--- config.mk ---
export PLATFORM = sky130hd
export DESIGN_NAME = mem_arbiter
export DESIGN_NICKNAME = d
export VERILOG_FILES = /design/src/logic/mem_pkg.sv /design/src/logic/mem_arbiter.sv
export VERILOG_INCLUDE_DIRS = /design/src /design/src/include
export SDC_FILE = /design/constraint.sdc
export NUM_CORES = 1
export LEC_CHECK = 0
export CORE_AREA = 2 2 47 49
export CTS_CLUSTER_DIAMETER = 60
export DETAILED_ROUTE_END_ITERATION = 7
export DIE_AREA = 0 0 49 51
export DONT_BUFFER_PORTS = 1
export PLACE_DENSITY_LB_ADDON = 0.25
export SLEW_MARGIN = 20
export SYNTH_ARGS = -nofsm -noshare
export SYNTH_HDL_FRONTEND = slang
export SYNTH_SLANG_ARGS = --single-unit
--- constraint.sdc ---
create_clock -name clk -period 1.7 [get_ports clk]
set_clock_uncertainty 0.15 [all_clocks]
set_input_delay 0.17 -clock clk [delete_from_list [all_inputs] [get_ports clk]]
set_output_delay 0.17 -clock clk [all_outputs]
set_load 0.005 [all_outputs]
--- src/include/mem_defs.svh ---
`ifndef MEM_DEFS_SVH
`define MEM_DEFS_SVH

// word and address widths
`define MEM_DATA_W  16
`define MEM_ADDR_W  16

// 16 lines per cache, tag is whatever address is left above the index
`define MEM_INDEX_W 4

// cycles from an accepted request to ack, 2 or more
`define MEM_LATENCY 4

`endif

--- src/logic/mem_pkg.sv ---
`default_nettype none

package mem_pkg;

   // cache miss FSM
   typedef enum {
      CACHE_IDLE,
      CACHE_REQUEST,   // req high, waiting for ack
      CACHE_RELEASE,   // req low, waiting for ack to drop
      CACHE_FILL       // update the line, then back to idle
   } cache_state_t;

   // who owns the memory port
   typedef enum {
      ARB_IDLE,
      ARB_I_GRANT,
      ARB_D_GRANT
   } arb_state_t;

   // backing memory sequencing
   typedef enum {
      MEM_IDLE,
      MEM_BUSY,        // counting latency
      MEM_ACK          // ack held until req drops
   } mem_state_t;

   typedef enum logic {
      MEM_READ  = 1'b0,
      MEM_WRITE = 1'b1
   } mem_op_t;

endpackage

`default_nettype wire

--- src/logic/mem_arbiter.sv ---
`default_nettype none

`include "mem_defs.svh"

module mem_arbiter (
   input  wire                    clk,
   input  wire                    i_rst_n,
   input  wire                    i_i_req,
   input  wire [`MEM_ADDR_W-1:0]  i_i_addr,
   output logic                   o_i_ack,
   input  wire                    i_d_req,
   input  mem_pkg::mem_op_t       i_d_op,
   input  wire [`MEM_ADDR_W-1:0]  i_d_addr,
   input  wire [`MEM_DATA_W-1:0]  i_d_wdata,
   output logic                   o_d_ack,
   output logic [`MEM_DATA_W-1:0] o_rdata,
   output logic                   o_mem_req,
   output mem_pkg::mem_op_t       o_mem_op,
   output logic [`MEM_ADDR_W-1:0] o_mem_addr,
   output logic [`MEM_DATA_W-1:0] o_mem_wdata,
   input  wire                    i_mem_ack,
   input  wire [`MEM_DATA_W-1:0]  i_mem_rdata
);
   import mem_pkg::*;

   arb_state_t state_q;

   // grant is registered, so a new owner is seen one cycle after its req
   always_ff @(posedge clk) begin
      if (!i_rst_n) begin
         state_q <= ARB_IDLE;
      end else begin
         case (state_q)
            ARB_IDLE: begin
               if (i_i_req) begin
                  state_q <= ARB_I_GRANT;   // instruction side first
               end else if (i_d_req) begin
                  state_q <= ARB_D_GRANT;
               end
            end
            ARB_I_GRANT: begin
               if (!i_i_req && !i_mem_ack) begin
                  state_q <= ARB_IDLE;
               end
            end
            default: begin
               if (!i_d_req && !i_mem_ack) begin
                  state_q <= ARB_IDLE;
               end
            end
         endcase
      end
   end

   // forward the owner's channel
   always_comb begin
      o_mem_req   = 1'b0;
      o_mem_op    = MEM_READ;
      o_mem_addr  = i_i_addr;
      o_mem_wdata = '0;
      case (state_q)
         ARB_I_GRANT: o_mem_req = i_i_req;   // icache only reads
         ARB_D_GRANT: begin
            o_mem_req   = i_d_req;
            o_mem_op    = i_d_op;
            o_mem_addr  = i_d_addr;
            o_mem_wdata = i_d_wdata;
         end
         default: o_mem_req = 1'b0;
      endcase
   end

   assign o_i_ack = (state_q == ARB_I_GRANT) && i_mem_ack;
   assign o_d_ack = (state_q == ARB_D_GRANT) && i_mem_ack;
   assign o_rdata = i_mem_rdata;   // shared, qualified by ack

endmodule

`default_nettype wire

# Word level (Yosys, flattened, before mapping)
# Index checks and enable logic that the tools add are counted.
# word_totals
n_memories,0
elab_cells,26
ramBits,0
register_bits,32
latch_bits,0
romBits,0
# classes
n_lt_le_gt_ge,0
div_mod_pow,0
reduce_logical,10
addsub,0
n_shift,0
n_mux,9
mul,0
n_eq_ne,6
bitwise_logic,0
# op_table
cell,count
32-bit 2-to-1 mux,4
"32-bit by 2-bit equality test with 1-bit output, second input constant",2
32-bit one-hot mux with 2 select lines,1
"32-bit by 1-bit equality test with 1-bit output, second input constant",1
"32-bit by 3-bit equality test with 1-bit output, second input constant",1
32-bit zero test,1
16-bit 2-to-1 mux,2
1-bit logical AND,4
1-bit zero test,3
"3-bit inequality test, second input constant",1
3-bit AND reduction,1
3-bit nonzero test,1
"2-bit inequality test, second input constant",1
1-bit one-hot mux with 2 select lines,1
1-bit 2-to-1 mux,1

# Logic depth before layout (Yosys ltp)
# Gate-level depths: netlist of run 1.
# logic_depth
depth_word,4
mapped_depth,5
mapped_depth_nobuf,5

# Worst setup path after synthesis of run 1
# Ideal clock, no wire load.
# synth_path
path_type,flip-flop to output port
startpoint,register state_q[0]
endpoint,output o_mem_addr[0]
arrival_time_ns,1.215
path_slack_ns,0.165
stages_incl_launch_ff,6
path_buffers,2
required_ns,1.380
path_cell_list,dfxtp_1 > inv_1 > ha_1 > buf_2 > buf_4 > mux2_2
# synth_via
elab_chain_len,2
# synth_rtl
element,line,rtl
from (decl),mem_arbiter.sv:26,arb_state_t state_q;
from (signal assigned),mem_arbiter.sv:31,state_q <= ARB_IDLE;
from (signal assigned),mem_arbiter.sv:36,state_q <= ARB_I_GRANT;
from (signal assigned),mem_arbiter.sv:38,state_q <= ARB_D_GRANT;
32-bit by 2-bit equality test with 1-bit output,mem_arbiter.sv:61,case (state_q)
16-bit 2-to-1 mux,mem_arbiter.sv:61,
to (decl),mem_arbiter.sv:19,"output logic [`MEM_ADDR_W-1:0] o_mem_addr,"
# No other way between the ends.

# Worst setup path after layout of run 1
# layout_path
startpoint,register state_q[0]
endpoint,output o_mem_addr[9]
# The elaborated chain is that of the path after synthesis.

==> results of run 1 <==
-- critical path: cells and delay by family (launching register included) --
kind                     cells  cell delay [ns]
multiplexers                 1             0.38
flip-flops                   1             0.33
buffers and inverters        2             0.22
adder cells (fa/ha/maj)      1             0.18
-- routing by layer --
metal / global-route usage / vias to the layer above
li1: - / 234
met1: 0.123 / 231
met2: 0.228 / 53
met3: 0.123 / 4
met4: 0.0476 / 0
met5: 0 / -
-- layout by cell type (no fill, tap or decap), drive strengths merged --
cell and n:
and2 20, o22ai 2, mux2i 1, nor2b 4
a2111oi 1, inv 3, dlygate4sd3 2, a22oi 1
mux2 16, nand3 1, nor2 1, dfxtp 2
nor3 1, nand2 4, buf 4, o211a 1
ha 4, clkbuf 3
-- kinds of logic after synthesis --
group | after synthesis | share of synthesized area
and+or+nand+nor | 31 | 0.272
muxes | 17 | 0.290
buffers and inverters | 23 | 0.232
AOI/OAI and AO/OA | 5 | 0.0686
DFF | 2 | 0.0610
adders and majority gates | 4 | 0.0762
-- area by class of cell --
| type | instances | area, sq um |
|---|---|---|
| Sequential cell | 2 | 42.5 |
| Tap cell | 28 | 35.0 |
| Fill cell | 230 | 1390 |
| Timing Repair Buffer | 6 | 82.6 |
| Multi-Input combinational cell | 57 | 479 |
| Inverter | 3 | 11.3 |
| Clock buffer | 3 | 22.5 |
-- power by group through the flow --
stage	Sequential, uW	Clock, uW	Combinational, uW
3_5_place_dp	59.2	0	197
2_1_floorplan	57.8	0	189
5_1_grt	62.1	118	247
4_1_cts	60.6	111	227
3_3_place_gp	58.4	0	197
6_report	61.1	107	226
-- through the flow --
stage          hold WS (ns)  cell area, sq um  TNS [ns]
2_1_floorplan         0.168               657         0
3_3_place_gp          0.175               578         0
3_5_place_dp          0.176               578         0
4_1_cts              0.0333               669         0
5_1_grt              0.0220               673   -0.0228
6_report             0.0329               673         0
-- repair_timing --
item | in CTS | in global routing
setup buffers | 1 | 0
hold buffers | 2 | 0
cloned | 1 | 0
endpoints found under the setup margin | 16 | 6
endpoints found under the hold margin | 2 | 0
resized for setup | 5 | 2
-- final timing paths --
| path | start | slack, ns | cells after the start | to |
|---|---|---|---|---|
| setup / recovery | state_q[0]$_SDFFE_PN0P_ | 0.04 | 4 | o_mem_addr[9] |
| hold reg to reg | state_q[1]$_SDFFE_PN0P_ | 0.34 | 2 | state_q[1]$_SDFFE_PN0P_ |
| setup reg to reg | state_q[0]$_SDFFE_PN0P_ | 0.13 | 6 | state_q[1]$_SDFFE_PN0P_ |
| hold / removal | i_mem_ack | 0.03 | 3 | state_q[1]$_SDFFE_PN0P_ |
-- cells in the mapped netlist, drive strengths merged --
| cell type | instances | share of area |
|---|---|---|
| o211a | 1 | 0.015 |
| dfxtp | 2 | 0.061 |
| nor2 | 1 | 0.0057 |
| and2 | 20 | 0.19 |
| a2111oi | 1 | 0.023 |
| nor2b | 4 | 0.038 |
| clkbuf | 1 | 0.0057 |
| mux2 | 16 | 0.27 |
| o22ai | 2 | 0.019 |
| nand2 | 4 | 0.023 |
| mux2i | 1 | 0.015 |
| nor3 | 1 | 0.0076 |
| inv | 3 | 0.017 |
| buf | 19 | 0.21 |
| nand3 | 1 | 0.0076 |
| a22oi | 1 | 0.011 |
| ha | 4 | 0.076 |
==> results.ini, run 1 <==
[placed_design]
hpwl_microns = 1620
port_buffers = 0
dp_slack_ns = 0.145
place_inst = 92
gp_congestion = 0.801

[synth]
synth_nets = 156
syn_area_sq_um = 657
netlist_instances = 82
yosysUniqueCellTypes = 18
avgSynthCellArea_sq_um = 8.01
ys_ff_latch = 2
ys_warn_count = 0
seq_area_frac_synth = 0.0610

[clocking]
cts_buffers = 3
clkLatencyLatePin_ns = 0.23
cts_root_buf = clkbuf_4
clk_pin_slew_ns = 0.03
cts_tree = yes
cts.sinks = 2
cts_buffer_depth = 2
h-tree-depth = 1

[layout]
area_growth_pct = 2.48
drive_gt1_frac = 0.408
reg_top3 = state_q: 2 flops
regMostFlops = state_q
utilization = 0.326
nets = 147
antenna_cells = 0
finalNonFillerCells = 99
largest_reg_flops = 2

[sta]
final_critical_path_setup_slack_ns = 0.0408
finalMaxSlewViolations = 0
post-route-min-period_ns = 1.66
setup_violations = 0
period_share = 0.976
rsz0062_at_grt = true
max_freq_mhz = 603
slew_headroom = 0.830
hold_viol = 0
tightest_slew_ns = 0.255

[run_status]
outcome = finished, final reports clean

[critical_path]
slowest_delay_ns = 0.38
startpoint_type = flip-flop
worst_ep_arrival_time_ns = 1.34
crit_slowest_cell = mux2_2
crit_type = reg -> out
crit_path_cell_trace = inv_2, ha_4, buf_12, mux2_2
endpoint_kind = output port
required_ns = 1.38
cp_max_fo = 13

[power]
p_comb_frac = 0.573
finalPower_uw = 394
ir_worst_vdd_v = 0.000449
seqPwrFrac = 0.155
p_int_uw = 254
pwr-share-clk = 0.272
swShare = 0.355
p_sw_uw = 140
p_leak_uw = 0.000262
powerDensity_nw_per_um2 = 586

[drt]
wl_met2_microns = 936
routed_via_density = 5.27
wl_met3_microns = 312
ant_nets = 0
wl_met1_microns = 621
vias = 522
top_layer_used = met4
drc = 0
wire_per_inst_microns = 19.0
wirelength_microns = 1880
firstDrtPassIters = 3
initialDrtViolationCount = 3

[floorplanning]
die_y_microns = 51
die_w_microns = 49
initial_utilization = 0.318
rows = 17
dieArea_sq_um = 2500
ios = 122
core_area_sq_um = 2060

[global_route]
overflow = 0
antenna_found_initial = 0
grt_pass1_wl_microns = 2450
first_global_vias = 482
grt_max_degree = 14
grt.total_usage = 0.139

[hold_path]
hp-class = in -> reg

[job]
maxCapViolCount = 0

No activity file was read; power rests on OpenSTA's default activity.
==> run 2, diff against run 1 <==
Settings changed: CELL_PAD_IN_SITES_DETAIL_PLACEMENT set to 1, CELL_PAD_IN_SITES_GLOBAL_PLACEMENT set to 2, CORE_AREA 2 2 47 49 to unset, CORE_UTILIZATION set to 23, DIE_AREA 0 0 49 51 to unset.
==> run 2 against run 1 <==
Compared with the run above:
- critical path depth did not move
- fmax rose by 1.1%
- setup slack improved by 0.019 ns
- largest cell class unchanged
- utilization fell by 8.4 points
- clock-buffer cell count did not move
- register-to-register slack improved by 0.03 ns
- die area rose by 23%
- sequential share of layout area rose by 0.095 points
- wire length fell by 4.5%
- non-clock buffer count did not move
==> results.ini, run 2 (synthesized netlist as in run 1, its figures left out) <==
[run_status]
outcome = finished, final reports clean

[critical_path]
worst_ep_arrival_time_ns = 1.32
endpoint_kind = output port
critPathBufInv = 2
slowest_delay_ns = 0.37
crit_slowest_cell = mux2_2
cp_max_fo = 13
crit_type = reg -> out
crit_path_cell_trace = inv_2, ha_4, buf_8, mux2_2
startpoint_type = flip-flop
required_ns = 1.38
cp_top_family = multiplexers

[clocking]
cts_tree = yes
cts_buffer_depth = 2
cts_root_buf = clkbuf_4
h-tree-depth = 1
cts_buffers = 3
cts.sinks = 2
clk_pin_slew_ns = 0.03
clkLatencyLatePin_ns = 0.22

[power]
p_sw_uw = 133
seqPwrFrac = 0.162
powerDensity_nw_per_um2 = 572
pwr-share-clk = 0.271
p_int_uw = 246
p_leak_uw = 0.000260
swShare = 0.350
p_comb_frac = 0.568
ir_worst_vdd_v = 0.000503

[floorplanning]
rows = 19
initial_utilization = 0.240
die_y_microns = 55.4
core_area_sq_um = 2730
ios = 122
die_w_microns = 55.4
dieArea_sq_um = 3070

[drt]
vias = 536
drc = 0
routed_via_density = 5.25
wirelength_microns = 1800
firstDrtPassIters = 2
wire_per_inst_microns = 17.6
initialDrtViolationCount = 8
ant_nets = 0

[layout]
largest_reg_flops = 2
reg_top3 = state_q: 2 flops
area_growth_pct = 0.952
drive_gt1_frac = 0.408
n_fill_cell = 314
antenna_cells = 0
most-common-layout-cells = and2_1 (20), mux2_2 (15), nor2b_1 (4), nand2_1 (4), clkbuf_4 (3)
finalNonFillerCells = 102
regMostFlops = state_q
layout_commonest_cell = and2_1
nets = 147

[sta]
tightest_slew_ns = 0.277
tns_ns = 0
hold-worst-slack_ns = 0.0516
finalMaxSlewViolations = 0
post-route-min-period_ns = 1.64
max_freq_mhz = 610
setup_violations = 0
rsz0062_at_grt = false
final_critical_path_setup_slack_ns = 0.0593
period_share = 0.965
hold_viol = 0
slew_headroom = 0.815

[hold_path]
hp-class = in -> reg

[global_route]
first_global_vias = 511
grt.total_usage = 0.100
antenna_found_initial = 0
grt_pass1_wl_microns = 2440
overflow = 0
grt_max_degree = 23

[placed_design]
place_inst = 96
gp_congestion = 0.700
dp_slack_ns = 0.0624
port_buffers = 0
hpwl_microns = 1550

[job]
maxCapViolCount = 0

run 2: layout make-up:
cell class                      instances  area [sq um]  area share
Multi-Input combinational cell         57           483       0.728
Timing Repair Buffer                    6          65.1      0.0981
Sequential cell                         2          42.5      0.0642
Tap cell                               31          38.8      0.0585
Clock buffer                            3          22.5      0.0340
Inverter                                3          11.3      0.0170
run 2: metal layers:
layer	share of wire	track usage
met1	0.34	0.104
met5	0	0
met3	0.12	0.0585
met2	0.52	0.177
met4	0.013	0.0143
run 2: worst paths after layout:
kind | startpoint | endpoint | slack [ns] | cells after the start
setup / recovery | state_q[0]$_SDFFE_PN0P_ | o_mem_addr[7] | 0.06 | 4
hold reg to reg | state_q[1]$_SDFFE_PN0P_ | state_q[1]$_SDFFE_PN0P_ | 0.35 | 2
setup reg to reg | state_q[1]$_SDFFE_PN0P_ | state_q[1]$_SDFFE_PN0P_ | 0.16 | 5
hold / removal | i_mem_ack | state_q[1]$_SDFFE_PN0P_ | 0.05 | 3
run 2: power by group through the flow:
stage	Combinational [uW]	Sequential [uW]	Clock (uW)
6_report	215	61.3	103
2_1_floorplan	189	57.8	0
3_3_place_gp	194	58.6	0
3_5_place_dp	194	59.2	0
4_1_cts	211	60.3	108
5_1_grt	235	62.6	115
run 2: worst min-delay path, cell delays in order:
cell	delay [ns]
nand2_1	0.03
nand3_1	0.10
o22ai_1	0.07
run 2: repair_timing:
item / 4_1_cts / 5_1_grt
hold endpoints to repair: 2 / 1
hold buffers: 1 / 1
gates cloned: 0 / 0
buffers inserted: 0 / 1
pin swaps: 0 / 0
endpoints found under the setup margin: 17 / 11
gates resized for setup: 7 / 4
run 2: per-stage QoR:
step,total power (uW),util,cell area (sq um)
finish,379,0.243,663
global route,412,0.243,663
CTS,379,0.233,637
detailed placement,253,0.211,577
global placement,252,0.211,577
floorplan,247,-,657
