[config.mk]
export PLATFORM = sky130hd
export DESIGN_NAME = icache
export DESIGN_NICKNAME = d
export VERILOG_FILES = /design/src/logic/mem_pkg.sv /design/src/logic/icache.sv
export VERILOG_INCLUDE_DIRS = /design/src /design/src/include
export SDC_FILE = /design/constraint.sdc
export NUM_CORES = 1
export LEC_CHECK = 0
export CORE_MARGIN = 4
export CORE_UTILIZATION = 45
export DETAILED_ROUTE_END_ITERATION = 10
export DONT_BUFFER_PORTS = 1
export GPL_ROUTABILITY_DRIVEN = 0
export PLACE_DENSITY = 0.7
export RECOVER_POWER = 25
export SLEW_MARGIN = 40
export SYNTH_ARGS = -nofsm -noshare
export SYNTH_HDL_FRONTEND = slang
export SYNTH_SLANG_ARGS = --single-unit
[constraint.sdc]
create_clock -name clk -period 11 [get_ports clk]
set_input_delay 0.55 -clock clk [delete_from_list [all_inputs] [get_ports clk]]
set_output_delay 0.55 -clock clk [all_outputs]
set_load 0.01 [all_outputs]
[src/include/mem_defs.svh]
`ifndef MEM_DEFS_SVH
`define MEM_DEFS_SVH

// word and address widths
`define MEM_DATA_W  16
`define MEM_ADDR_W  16

// 16 lines per cache, tag is whatever address is left above the index
`define MEM_INDEX_W 4

// cycles from an accepted request to ack, 2 or more
`define MEM_LATENCY 4

`endif

[src/logic/mem_pkg.sv]
`default_nettype none

package mem_pkg;

   // cache miss FSM
   typedef enum {
      CACHE_IDLE,
      CACHE_REQUEST,   // req high, waiting for ack
      CACHE_RELEASE,   // req low, waiting for ack to drop
      CACHE_FILL       // update the line, then back to idle
   } cache_state_t;

   // who owns the memory port
   typedef enum {
      ARB_IDLE,
      ARB_I_GRANT,
      ARB_D_GRANT
   } arb_state_t;

   // backing memory sequencing
   typedef enum {
      MEM_IDLE,
      MEM_BUSY,        // counting latency
      MEM_ACK          // ack held until req drops
   } mem_state_t;

   typedef enum logic {
      MEM_READ  = 1'b0,
      MEM_WRITE = 1'b1
   } mem_op_t;

endpackage

`default_nettype wire

[src/logic/icache.sv]
`default_nettype none

`include "mem_defs.svh"

module icache (
   input  wire                    clk,
   input  wire                    i_rst_n,
   input  wire                    i_fetch_en,
   input  wire [`MEM_ADDR_W-1:0]  i_fetch_addr,
   output logic [`MEM_DATA_W-1:0] o_instr,
   output logic                   o_i_busy,
   output logic                   o_mem_req,
   output logic [`MEM_ADDR_W-1:0] o_mem_addr,
   input  wire                    i_mem_ack,
   input  wire [`MEM_DATA_W-1:0]  i_mem_rdata
);
   import mem_pkg::*;

   localparam int TAG_W = `MEM_ADDR_W - `MEM_INDEX_W;
   localparam int LINES = 1 << `MEM_INDEX_W;

   cache_state_t state_q;

   logic [LINES-1:0]        valid_q;
   logic [TAG_W-1:0]        tag_array [LINES];
   logic [`MEM_DATA_W-1:0]  data_array [LINES];

   logic [`MEM_INDEX_W-1:0] index;
   logic [TAG_W-1:0]        tag;
   logic                    hit;

   logic [`MEM_ADDR_W-1:0]  miss_addr_q;   // line being fetched
   logic [`MEM_DATA_W-1:0]  fill_data_q;
   logic [`MEM_INDEX_W-1:0] fill_index;

   // lookup straight off the processor address
   assign index = i_fetch_addr[`MEM_INDEX_W-1:0];
   assign tag   = i_fetch_addr[`MEM_ADDR_W-1:`MEM_INDEX_W];
   assign hit   = valid_q[index] && (tag_array[index] == tag);

   assign o_instr  = data_array[index];
   assign o_i_busy = i_fetch_en && ((state_q != CACHE_IDLE) || !hit);

   assign o_mem_req  = (state_q == CACHE_REQUEST);
   assign o_mem_addr = miss_addr_q;
   assign fill_index = miss_addr_q[`MEM_INDEX_W-1:0];

   always_ff @(posedge clk) begin
      if (!i_rst_n) begin
         state_q <= CACHE_IDLE;
      end else begin
         case (state_q)
            CACHE_IDLE: begin
               if (i_fetch_en && !hit) begin
                  state_q <= CACHE_REQUEST;
               end
            end
            CACHE_REQUEST: begin
               if (i_mem_ack) begin
                  state_q <= CACHE_RELEASE;
               end
            end
            CACHE_RELEASE: begin
               if (!i_mem_ack) begin
                  state_q <= CACHE_FILL;
               end
            end
            default: state_q <= CACHE_IDLE;   // fill lasts one cycle
         endcase
      end
   end

   // miss address and returned word
   always_ff @(posedge clk) begin
      if (state_q == CACHE_IDLE) begin
         miss_addr_q <= i_fetch_addr;
      end
      if (state_q == CACHE_REQUEST && i_mem_ack) begin
         fill_data_q <= i_mem_rdata;
      end
   end

   always_ff @(posedge clk) begin
      if (!i_rst_n) begin
         valid_q <= '0;
      end else if (state_q == CACHE_FILL) begin
         valid_q[fill_index] <= 1'b1;
      end
   end

   always_ff @(posedge clk) begin
      if (state_q == CACHE_FILL) begin
         tag_array[fill_index]  <= miss_addr_q[`MEM_ADDR_W-1:`MEM_INDEX_W];
         data_array[fill_index] <= fill_data_q;
      end
   end

endmodule

`default_nettype wire

* Word-level counts from Yosys, hierarchy flattened
Memories as Yosys holds them, arrays and structs flattened.
Cells that the tools add are included.
** Word-level totals
- Memories kept :: 2
- Bits of input ports :: 36
- Output and inout port bits :: 34
- Logic and storage cells :: 39
- Bits in registers :: 80
- Bits in writable memories :: 448
** Cells by class
- Equal/unequal tests :: 8
- $lt $le $gt $ge :: 3
- Multiplexer cells :: 10
- Reductions and logical operators :: 11
- Bitwise logic cells :: 1
** Memories
- data_array :: depth 16, width 16, rd ports 1, clocked after Yosys merged registers in 0, wr ports 1, line icache.sv:26 : logic [`MEM_DATA_W-1:0] data_array [LINES];
- tag_array :: depth 16, width 12, rd ports 1, clocked after Yosys merged registers in 0, wr ports 1, line icache.sv:25 : logic [TAG_W-1:0] tag_array [LINES];
** Operators by type and width (count)
- 32-bit 2-to-1 mux :: 3
- 32-bit one-hot mux with 3 select lines :: 1
- 32-bit by 2-bit equality test with 1-bit output (second input constant) :: 2
- 32-bit zero test :: 2
- 32-bit by 1-bit equality test with 1-bit output (second input constant) :: 1
- 32-bit by 3-bit equality test with 1-bit output (second input constant) :: 1
- 32-bit nonzero test :: 1
- 16-bit OR :: 1
- 12-bit equality test :: 1
- 4-bit by 5-bit < comparator with 1-bit output (second input constant) :: 2
- 2-bit inequality test (second input constant) :: 3
- 1-bit logical AND :: 5
- 1-bit binary-select mux with 4-bit select :: 1
- 1-bit demux with 4-bit select :: 1
- 4-bit by 1-bit >= comparator with 1-bit output (second input constant) :: 1
- 1-bit 2-to-1 mux :: 4
- 3-bit AND reduction :: 1
- 1-bit zero test :: 1
- 1-bit logical OR :: 1

* Logic depth before layout (Yosys ltp)
Gate-level depths: netlist of the first run.
- Depth after elaboration :: 7
- Gate-level depth with buffers :: 12
- Mapped depth without buffers :: 9

* Worst setup path before layout of the first run
No wires, ideal clock.
- Path type :: flip-flop to flip-flop
- From :: register state_q[0]
- To :: memory data_array[0][0] (netlist name), enable pin
- Setup time :: 0.450 ns
- Stages on the path, launching flop included :: 4
- Arrival time :: 3.039 ns
- Setup slack :: 7.511 ns
- Clock period less this slack :: 3.489 ns
- Required time :: 10.550 ns
- Buffers on the path :: 0
- Path through :: dfxtp_1 > ha_1 > or3b_2 > nor3_1
** Between the ends
- Longest elaborated chain between the ends :: 3
** RTL lines
- start, declared :: line icache.sv:22 : cache_state_t state_q;
- start signal, assigned :: line icache.sv:50 : state_q <= CACHE_IDLE;
- start signal, assigned :: line icache.sv:55 : state_q <= CACHE_REQUEST;
- start signal, assigned :: line icache.sv:60 : state_q <= CACHE_RELEASE;
- 32-bit by 3-bit equality test with 1-bit output :: line icache.sv:92 : if (state_q == CACHE_FILL) begin
- 1-bit 2-to-1 mux :: line icache.sv:92
- 1-bit 2-to-1 mux (not written as such) :: line icache.sv:94 : data_array[fill_index] <= fill_data_q;
- end, declared :: line icache.sv:26
Every way passes these cells.

* Worst setup path in the final report of the first run
- From :: register state_q[0]
- To :: output port o_i_busy
** Between the ends
- Longest elaborated chain between the ends :: 3
** RTL lines
- 32-bit nonzero test :: line icache.sv:42 : assign o_i_busy = i_fetch_en && ((state_q != CACHE_IDLE) || !hit);
- 1-bit logical OR :: line icache.sv:42
- 1-bit logical AND :: line icache.sv:42
- end, declared :: line icache.sv:11 : output logic o_i_busy,
Every way passes these cells.

==> flow_metrics.env, run 1 <==
export IMPL_slew_headroom=0.5426
export IMPL_worst_path_max_delay_cell="nor4_2"
export IMPL_ir_worst_vdd_mv=0.1515
export IMPL_rr_startpoint="state_q[0]"
export IMPL_numCtsBuffers=47
export IMPL_initial_core_util=0.4566
export IMPL_tritoncts="built"
export IMPL_coreArea_um2=42040
export IMPL_synth_xor_area_frac=0.005019
export IMPL_clock_latency_ns=0.55
export IMPL_slew_viol_final=0
export IMPL_die_width_um=214.5
export IMPL_regArea_um2=14770
export IMPL_p_leak_nw=6.743
export IMPL_synth_compound_area_frac=0.02340
export IMPL_cap_violations=0
export IMPL_endpoint_kind="primary output"
export IMPL_setup_viol_count_final=0
export IMPL_synth_area_leaders="edfxtp_1, mux4_2, mux2i_1"
export IMPL_hold_depth=0
export IMPL_ant_nets=0
export IMPL_min_from="i_mem_rdata[5]"
export IMPL_powerDensity_nw_per_um2=197.6
export IMPL_yosysTopAreaCell="edfxtp_1"
export IMPL_antenna_found_initial=1
export IMPL_worstReg2RegEnd="tag_array[12][9]"
export IMPL_nFillCells=3281
export IMPL_cts_root_buf="clkbuf_16"
export IMPL_tns_ns=0
export IMPL_htreeDepth=2
export IMPL_path_cells="inv_1 -> ha_1 -> buf_4 -> inv_1 -> a41o_1 -> nor4_1 -> nand4_1 -> nor4_2 -> and2b_1"
export IMPL_cp_max_fo=18
export IMPL_synth_top_family_by_area="multiplexers"
export IMPL_crit_family="simple AND/OR/NAND/NOR gates"
export IMPL_num_rows=75
export IMPL_dieArea_um2=46030
export IMPL_async_reset_ff_frac=0
export IMPL_holdPathEnd="fill_data_q[5]"
export IMPL_synth_edf_count=480
export IMPL_cp_slowest_stage_delay_ns=0.43
export IMPL_multi_input_area_um2=4307
export IMPL_overflow=0
export IMPL_ys_flop_type="edfxtp_1"
export IMPL_status="completed"
export IMPL_min_period_ns=3.466
export IMPL_avgSynthCellArea_um2=21.62
export IMPL_whs_ns=0.08347
export IMPL_synth_area_um2=19200
export IMPL_ios=70
export IMPL_cts_sinks=498
export IMPL_netlist_instances=888
export IMPL_route_vias_total=8779
export IMPL_critPathBufInv=3
export IMPL_drtPass1Iterations=5
export IMPL_worst_setup_path_start_kind="flip-flop"
export IMPL_place_port_buffers=0
export IMPL_drc_errors=0
export IMPL_grt_util_all_layers=0.1747
export IMPL_finClkSkew_ns=0.01025
export IMPL_path_class="reg -> out"
export IMPL_routed_via_density=5.900
export IMPL_utilization=0.5106
export IMPL_finalHoldViolations=0
export IMPL_yosysTopAreaCellShare=0.7508
export IMPL_period_share=0.3151
export IMPL_totalWireLength_mm=40.23
export IMPL_clkTransAtPathRegs_ns=0.06
export IMPL_grt_pass1_vias=9102
export IMPL_cp_depth=9
export IMPL_nets=953
export IMPL_holdCritPathClass="in -> reg"
export IMPL_cp_required_ns=10.45
export IMPL_die_h_um=214.5
export IMPL_synth_fp_nets=928
export IMPL_layout_drive_gt1_share=0.2408
export IMPL_ys_warn_count=0
export IMPL_worst_pin_slew_ns=0.6860
export IMPL_max_freq_mhz=288.5
export IMPL_area_growth_pct=11.82
export IMPL_clockBufferDepth=3
export IMPL_dpl_hpwl_mm=20.51
export IMPL_yosysSeqAreaShare=0.7696
export IMPL_reg2reg_slack_ns=8.44
export IMPL_worst_ep_arrival_time_ns=2.92
export IMPL_synth_cell_type_count=51
export IMPL_grt_max_degree=123
export IMPL_postCtsSetupBuffers=0
export IMPL_rsz0062_at_grt="false"
export IMPL_dr_first_iter_drc_count=813
export IMPL_ctsResizeCount=0
export IMPL_synthAdderAreaFrac=0.002607
export IMPL_r2r_cells=4
export IMPL_synth_seq_cells=498
export IMPL_cp_common_cell="inv_1"
export IMPL_routedWlPerCell_um=27.04
export IMPL_muxShareOfSynthArea=0.1617
export IMPL_synthSimpleGateAreaFrac=0.02587
export IMPL_grt_pass1_wl_mm=60.39
export IMPL_holdBufCountCts=0
==> kinds of logic (layout without fill, tap and decap cells) <==
logic type	count (synthesis)	after routing
buffers and inverters	47	106
muxes	173	173
DFF	498	498
AOI/OAI and AO/OA	61	61
other	0	2
xor gates and xnor gates	11	11
adders and majority gates	4	4
and+or+nand+nor	94	94
==> placed cells by master, fill, tap and decap left out, types with 7 or more instances in the layout <==
| cell | count |
|---|---|
| edfxtp_1 | 480 |
| mux4_2 | 108 |
| clkbuf_16 | 50 |
| mux2i_1 | 48 |
| o21a_1 | 20 |
| nand2_1 | 19 |
| buf_4 | 18 |
| dfxtp_1 | 18 |
| mux2_2 | 17 |
| nor2_4 | 12 |
| xnor2_1 | 11 |
| clkbuf_1 | 10 |
| o22ai_1 | 9 |
| nor2_1 | 9 |
| nor3_1 | 8 |
| nor2b_1 | 7 |
| clkinv_1 | 7 |
| clkinv_2 | 7 |
==> power breakdown <==
part	switching (mW)	internal [mW]
logic	0.124	0.0888
registers	0.143	2.26
clock network	0.666	0.963
total	0.933	3.31
==> through the flow <==
step | total power [mW] | std cells | setup WS, ns | area, µm²
finish | 4.242 | 1488 | 7.534 | 21470
CTS | 4.276 | 1486 | 7.452 | 21460
detailed placement | 2.659 | 1403 | 7.823 | 19910
global placement | 2.645 | 1403 | 7.550 | 19910
floorplan | 2.553 | 888 | 7.511 | 19200
global route | 4.396 | 1487 | 7.337 | 21460
==> sequential cells by signal, indices dropped and copies added, names as in the netlist <==
register     count
o_mem_addr      16
state_q          2
tag_array      192
data_array     256
fill_data_q     16
valid_q         16
==> how the worst max path moves through the flow <==
stage                                from               end
after detailed placement  i_fetch_addr[3]          o_i_busy
after global placement    i_fetch_addr[3]          o_i_busy
final                          state_q[0]          o_i_busy
after floorplan                state_q[0]  data_array[0][0]
after CTS                      state_q[0]          o_i_busy
after global routing           state_q[0]          o_i_busy
==> Yosys cell counts (3+ instances only) <==
master and number:
a22o_1 6, a31oi_1 3, buf_1 14, buf_2 16, buf_4 4, clkbuf_1 6, dfxtp_1 18, edfxtp_1 480
ha_1 4, inv_1 4, mux2_2 17, mux2i_1 48, mux4_2 108, nand2_1 19, nand2b_1 6, nand3_1 6
nand4_1 3, nor2_1 21, nor2b_1 7, nor3_1 12, nor4_1 3, o21a_1 20, o21ai_0 6, o22ai_1 9
xnor2_1 11
==> area by class of cell <==
class	instances	area share
flip-flops and latches	498	0.6882
multi-input cells	343	0.2006
clock buffers	63	0.06196
well taps	539	0.03142
clock inverters	20	0.01026
repair buffers	18	0.006295
inverters	5	0.0009909
diodes	2	0.0002331
==> worst register-to-register path, stage by stage (launching register included) <==
cell and delay (ns):
dfxtp_1 0.39, ha_1 0.24, or3b_2 0.59, nor2_4 0.51
buf_4 0.47
==> metal layers <==
layer,vias to the layer above,GRT usage,share of wire
li1,3751,-,-
met5,-,0,0
met4,0,0.04279,0.016
met1,4681,0.2413,0.41
met2,297,0.2862,0.51
met3,50,0.04039,0.070
(Power assumes the default switching activity.)
==> run 2, diff against run 1 <==
- PLACE_DENSITY: 0.7 -> 0.72
- clock period: 11 -> 2.8 ns (I/O delays scaled with it)
==> run 2 against run 1 <==
- the flow now finishes with violations (setup timing)
- clock skew decreased by 0.0011 ns
- sequential share of layout area decreased by 1.8 points
- first-iteration DRC count increased by 20%
- die area unchanged
- via count rose by 2.4%
- count of clock-buffer cells in the layout up 9
- sequential power grew to 3.9 times the previous value
==> flow_metrics.env, run 2 (same netlist as run 1, synthesis figures left out) <==
export IMPL_grt_max_degree=123
export IMPL_layout_drive_gt1_share=0.2419
export IMPL_worst_setup_path_start_kind="flip-flop"
export IMPL_postCtsSetupBuffers=0
export IMPL_numCtsBuffers=47
export IMPL_worst_pin_slew_ns=0.7234
export IMPL_totalWireLength_mm=40.49
export IMPL_nFillCells=3224
export IMPL_top_register="data_array"
export IMPL_power_internal_mw=12.89
export IMPL_dieArea_um2=46030
export IMPL_worst_path_max_delay_cell="mux4_2"
export IMPL_rr_startpoint="tag_array[11][7]"
export IMPL_clkTransAtPathRegs_ns=0.06
export IMPL_clockBufferDepth=3
export IMPL_regArea_um2=14770
export IMPL_ios=70
export IMPL_min_from="i_fetch_addr[4]"
export IMPL_finalHoldViolations=0
export IMPL_cp_slowest_stage_delay_ns=0.49
export IMPL_ant_nets=0
export IMPL_clkPwrFrac=0.375
export IMPL_status="finished with violations"
export IMPL_num_rows=75
export IMPL_cp_required_ns=2.66
export IMPL_overflow=0
export IMPL_power_frac_seq=0.569
export IMPL_min_period_ns=2.947
export IMPL_antenna_found_initial=0
export IMPL_grt_pass1_wl_mm=60.38
export IMPL_grt_pass1_vias=9169
export IMPL_antenna_cells=0
export IMPL_cap_violations=0
export IMPL_multi_input_area_um2=4370
export IMPL_dr_first_iter_drc_count=977
export IMPL_coreArea_um2=42040
export IMPL_dp_slack_ns=0.1759
export IMPL_setup_viol_count_final=1
export IMPL_ir_worst_vdd_mv=0.5138
export IMPL_final_setup_worst_slack_ns=-0.1467
export IMPL_crit_family="simple AND/OR/NAND/NOR gates"
export IMPL_crit_path_start="tag_array[11][7]"
export IMPL_utilization=0.5246
export IMPL_dpl_hpwl_mm=20.19
export IMPL_stdcell_area_um2=22050
export IMPL_endpoint_kind="primary output"
export IMPL_dpl_cell_area_um2=20140
export IMPL_p_leak_nw=6.965
export IMPL_path_class="reg -> out"
export IMPL_die_h_um=214.5
export IMPL_finClkSkew_ns=0.009115
export IMPL_nets=994
export IMPL_switching_share=0.2230
export IMPL_max_freq_mhz=339.4
export IMPL_powerDensity_nw_per_um2=752.6
export IMPL_clock_latency_ns=0.56
export IMPL_cp_max_fo=2
export IMPL_cts_root_buf="clkbuf_16"
export IMPL_cts_sinks=498
export IMPL_rsz0062_at_grt="true"
export IMPL_htreeDepth=2
export IMPL_period_share=1.052
export IMPL_grt_util_all_layers=0.1738
export IMPL_routed_via_density=5.869
export IMPL_switching_power_mw=3.702
export IMPL_holdCritPathClass="in -> reg"
export IMPL_p_comb_frac=0.056
export IMPL_whs_ns=0.1563
export IMPL_slew_viol_final=0
export IMPL_routedWlPerCell_um=26.45
export IMPL_area_growth_pct=14.87
export IMPL_final_common_cell="edfxtp_1"
export IMPL_worst_ep_arrival_time_ns=2.81
export IMPL_slew_headroom=0.5162
export IMPL_final_cell_mix="edfxtp_1, mux4_2, clkbuf_16"
export IMPL_route_vias_total=8986
export IMPL_initial_core_util=0.4566
export IMPL_critPathBufInv=0
export IMPL_tritoncts="built"
export IMPL_path_cells="mux4_2 -> mux2i_2 -> xnor2_1 -> nor4_2 -> o22ai_1 -> nor4_4 -> and2b_1"
export IMPL_violations="setup timing"
export IMPL_reg_largest_list="data_array: 256 flops, tag_array: 192 flops"
export IMPL_drtPass1Iterations=5
export IMPL_place_port_buffers=0
export IMPL_drc_errors=0
export IMPL_die_width_um=214.5
export IMPL_largest_reg_flops=256
-- run 2: area by class of cell --
cell class                 count  area share
clock inverter                15    0.005844
clock buffer                  72     0.06315
timing repair buffer          59     0.03143
inverter                       5   0.0008511
tap                          539     0.03058
multi-input combinational    343      0.1982
sequential                   498      0.6700
-- run 2: worst paths after layout --
path                      end  slack [ns]  depth (start not counted)
setup / recovery     o_i_busy       -0.15                          7
hold / removal     state_q[1]        0.16                          5
setup reg to reg   state_q[0]        0.39                          8
hold reg to reg   valid_q[14]        0.46                          1
-- run 2: routing by layer --
metal  vias up  GRT usage  routed length, µm
li1       3847          -                  -
met1      4764     0.2444              16470
met2       326     0.2873              20380
met3        49    0.03373               2977
met4         0    0.03782                661
met5         -          0                  0
-- run 2: what timing repair did --
action,CTS,global route
hold buffers,35,0
endpoints found under the setup margin,1,1
endpoints found under the hold margin,50,0
pin swaps,1,0
gates cloned,0,0
resized for setup,4,2
-- run 2: power groups by stage --
stage          registers [mW]  clock network [mW]  logic (mW)
6_report                 9.44                6.23       0.929
5_1_grt                  9.52                6.66       0.986
4_1_cts                  9.45                6.33       0.942
3_5_place_dp             9.61                   0       0.868
3_3_place_gp             9.56                   0       0.858
2_1_floorplan            9.37                   0       0.668
-- run 2: worst reg2reg max path, stage by stage (launching register included) --
cell and delay, ns:
edfxtp_1 0.37, mux4_2 0.49, mux2i_2 0.22, xnor2_1 0.13, nor4_2 0.21, o22ai_1 0.17
nor4_4 0.41, nor2_1 0.13, o21a_1 0.18
-- run 2: through the flow --
stage                     power (mW)  std cells  setup TNS (ns)
final                          16.60       1531         -0.1467
after detailed placement       10.48       1409               0
after floorplan                10.04        888               0
after global placement         10.42       1409               0
after global routing           17.17       1531         -0.2536
after CTS                      16.73       1531         -0.2205
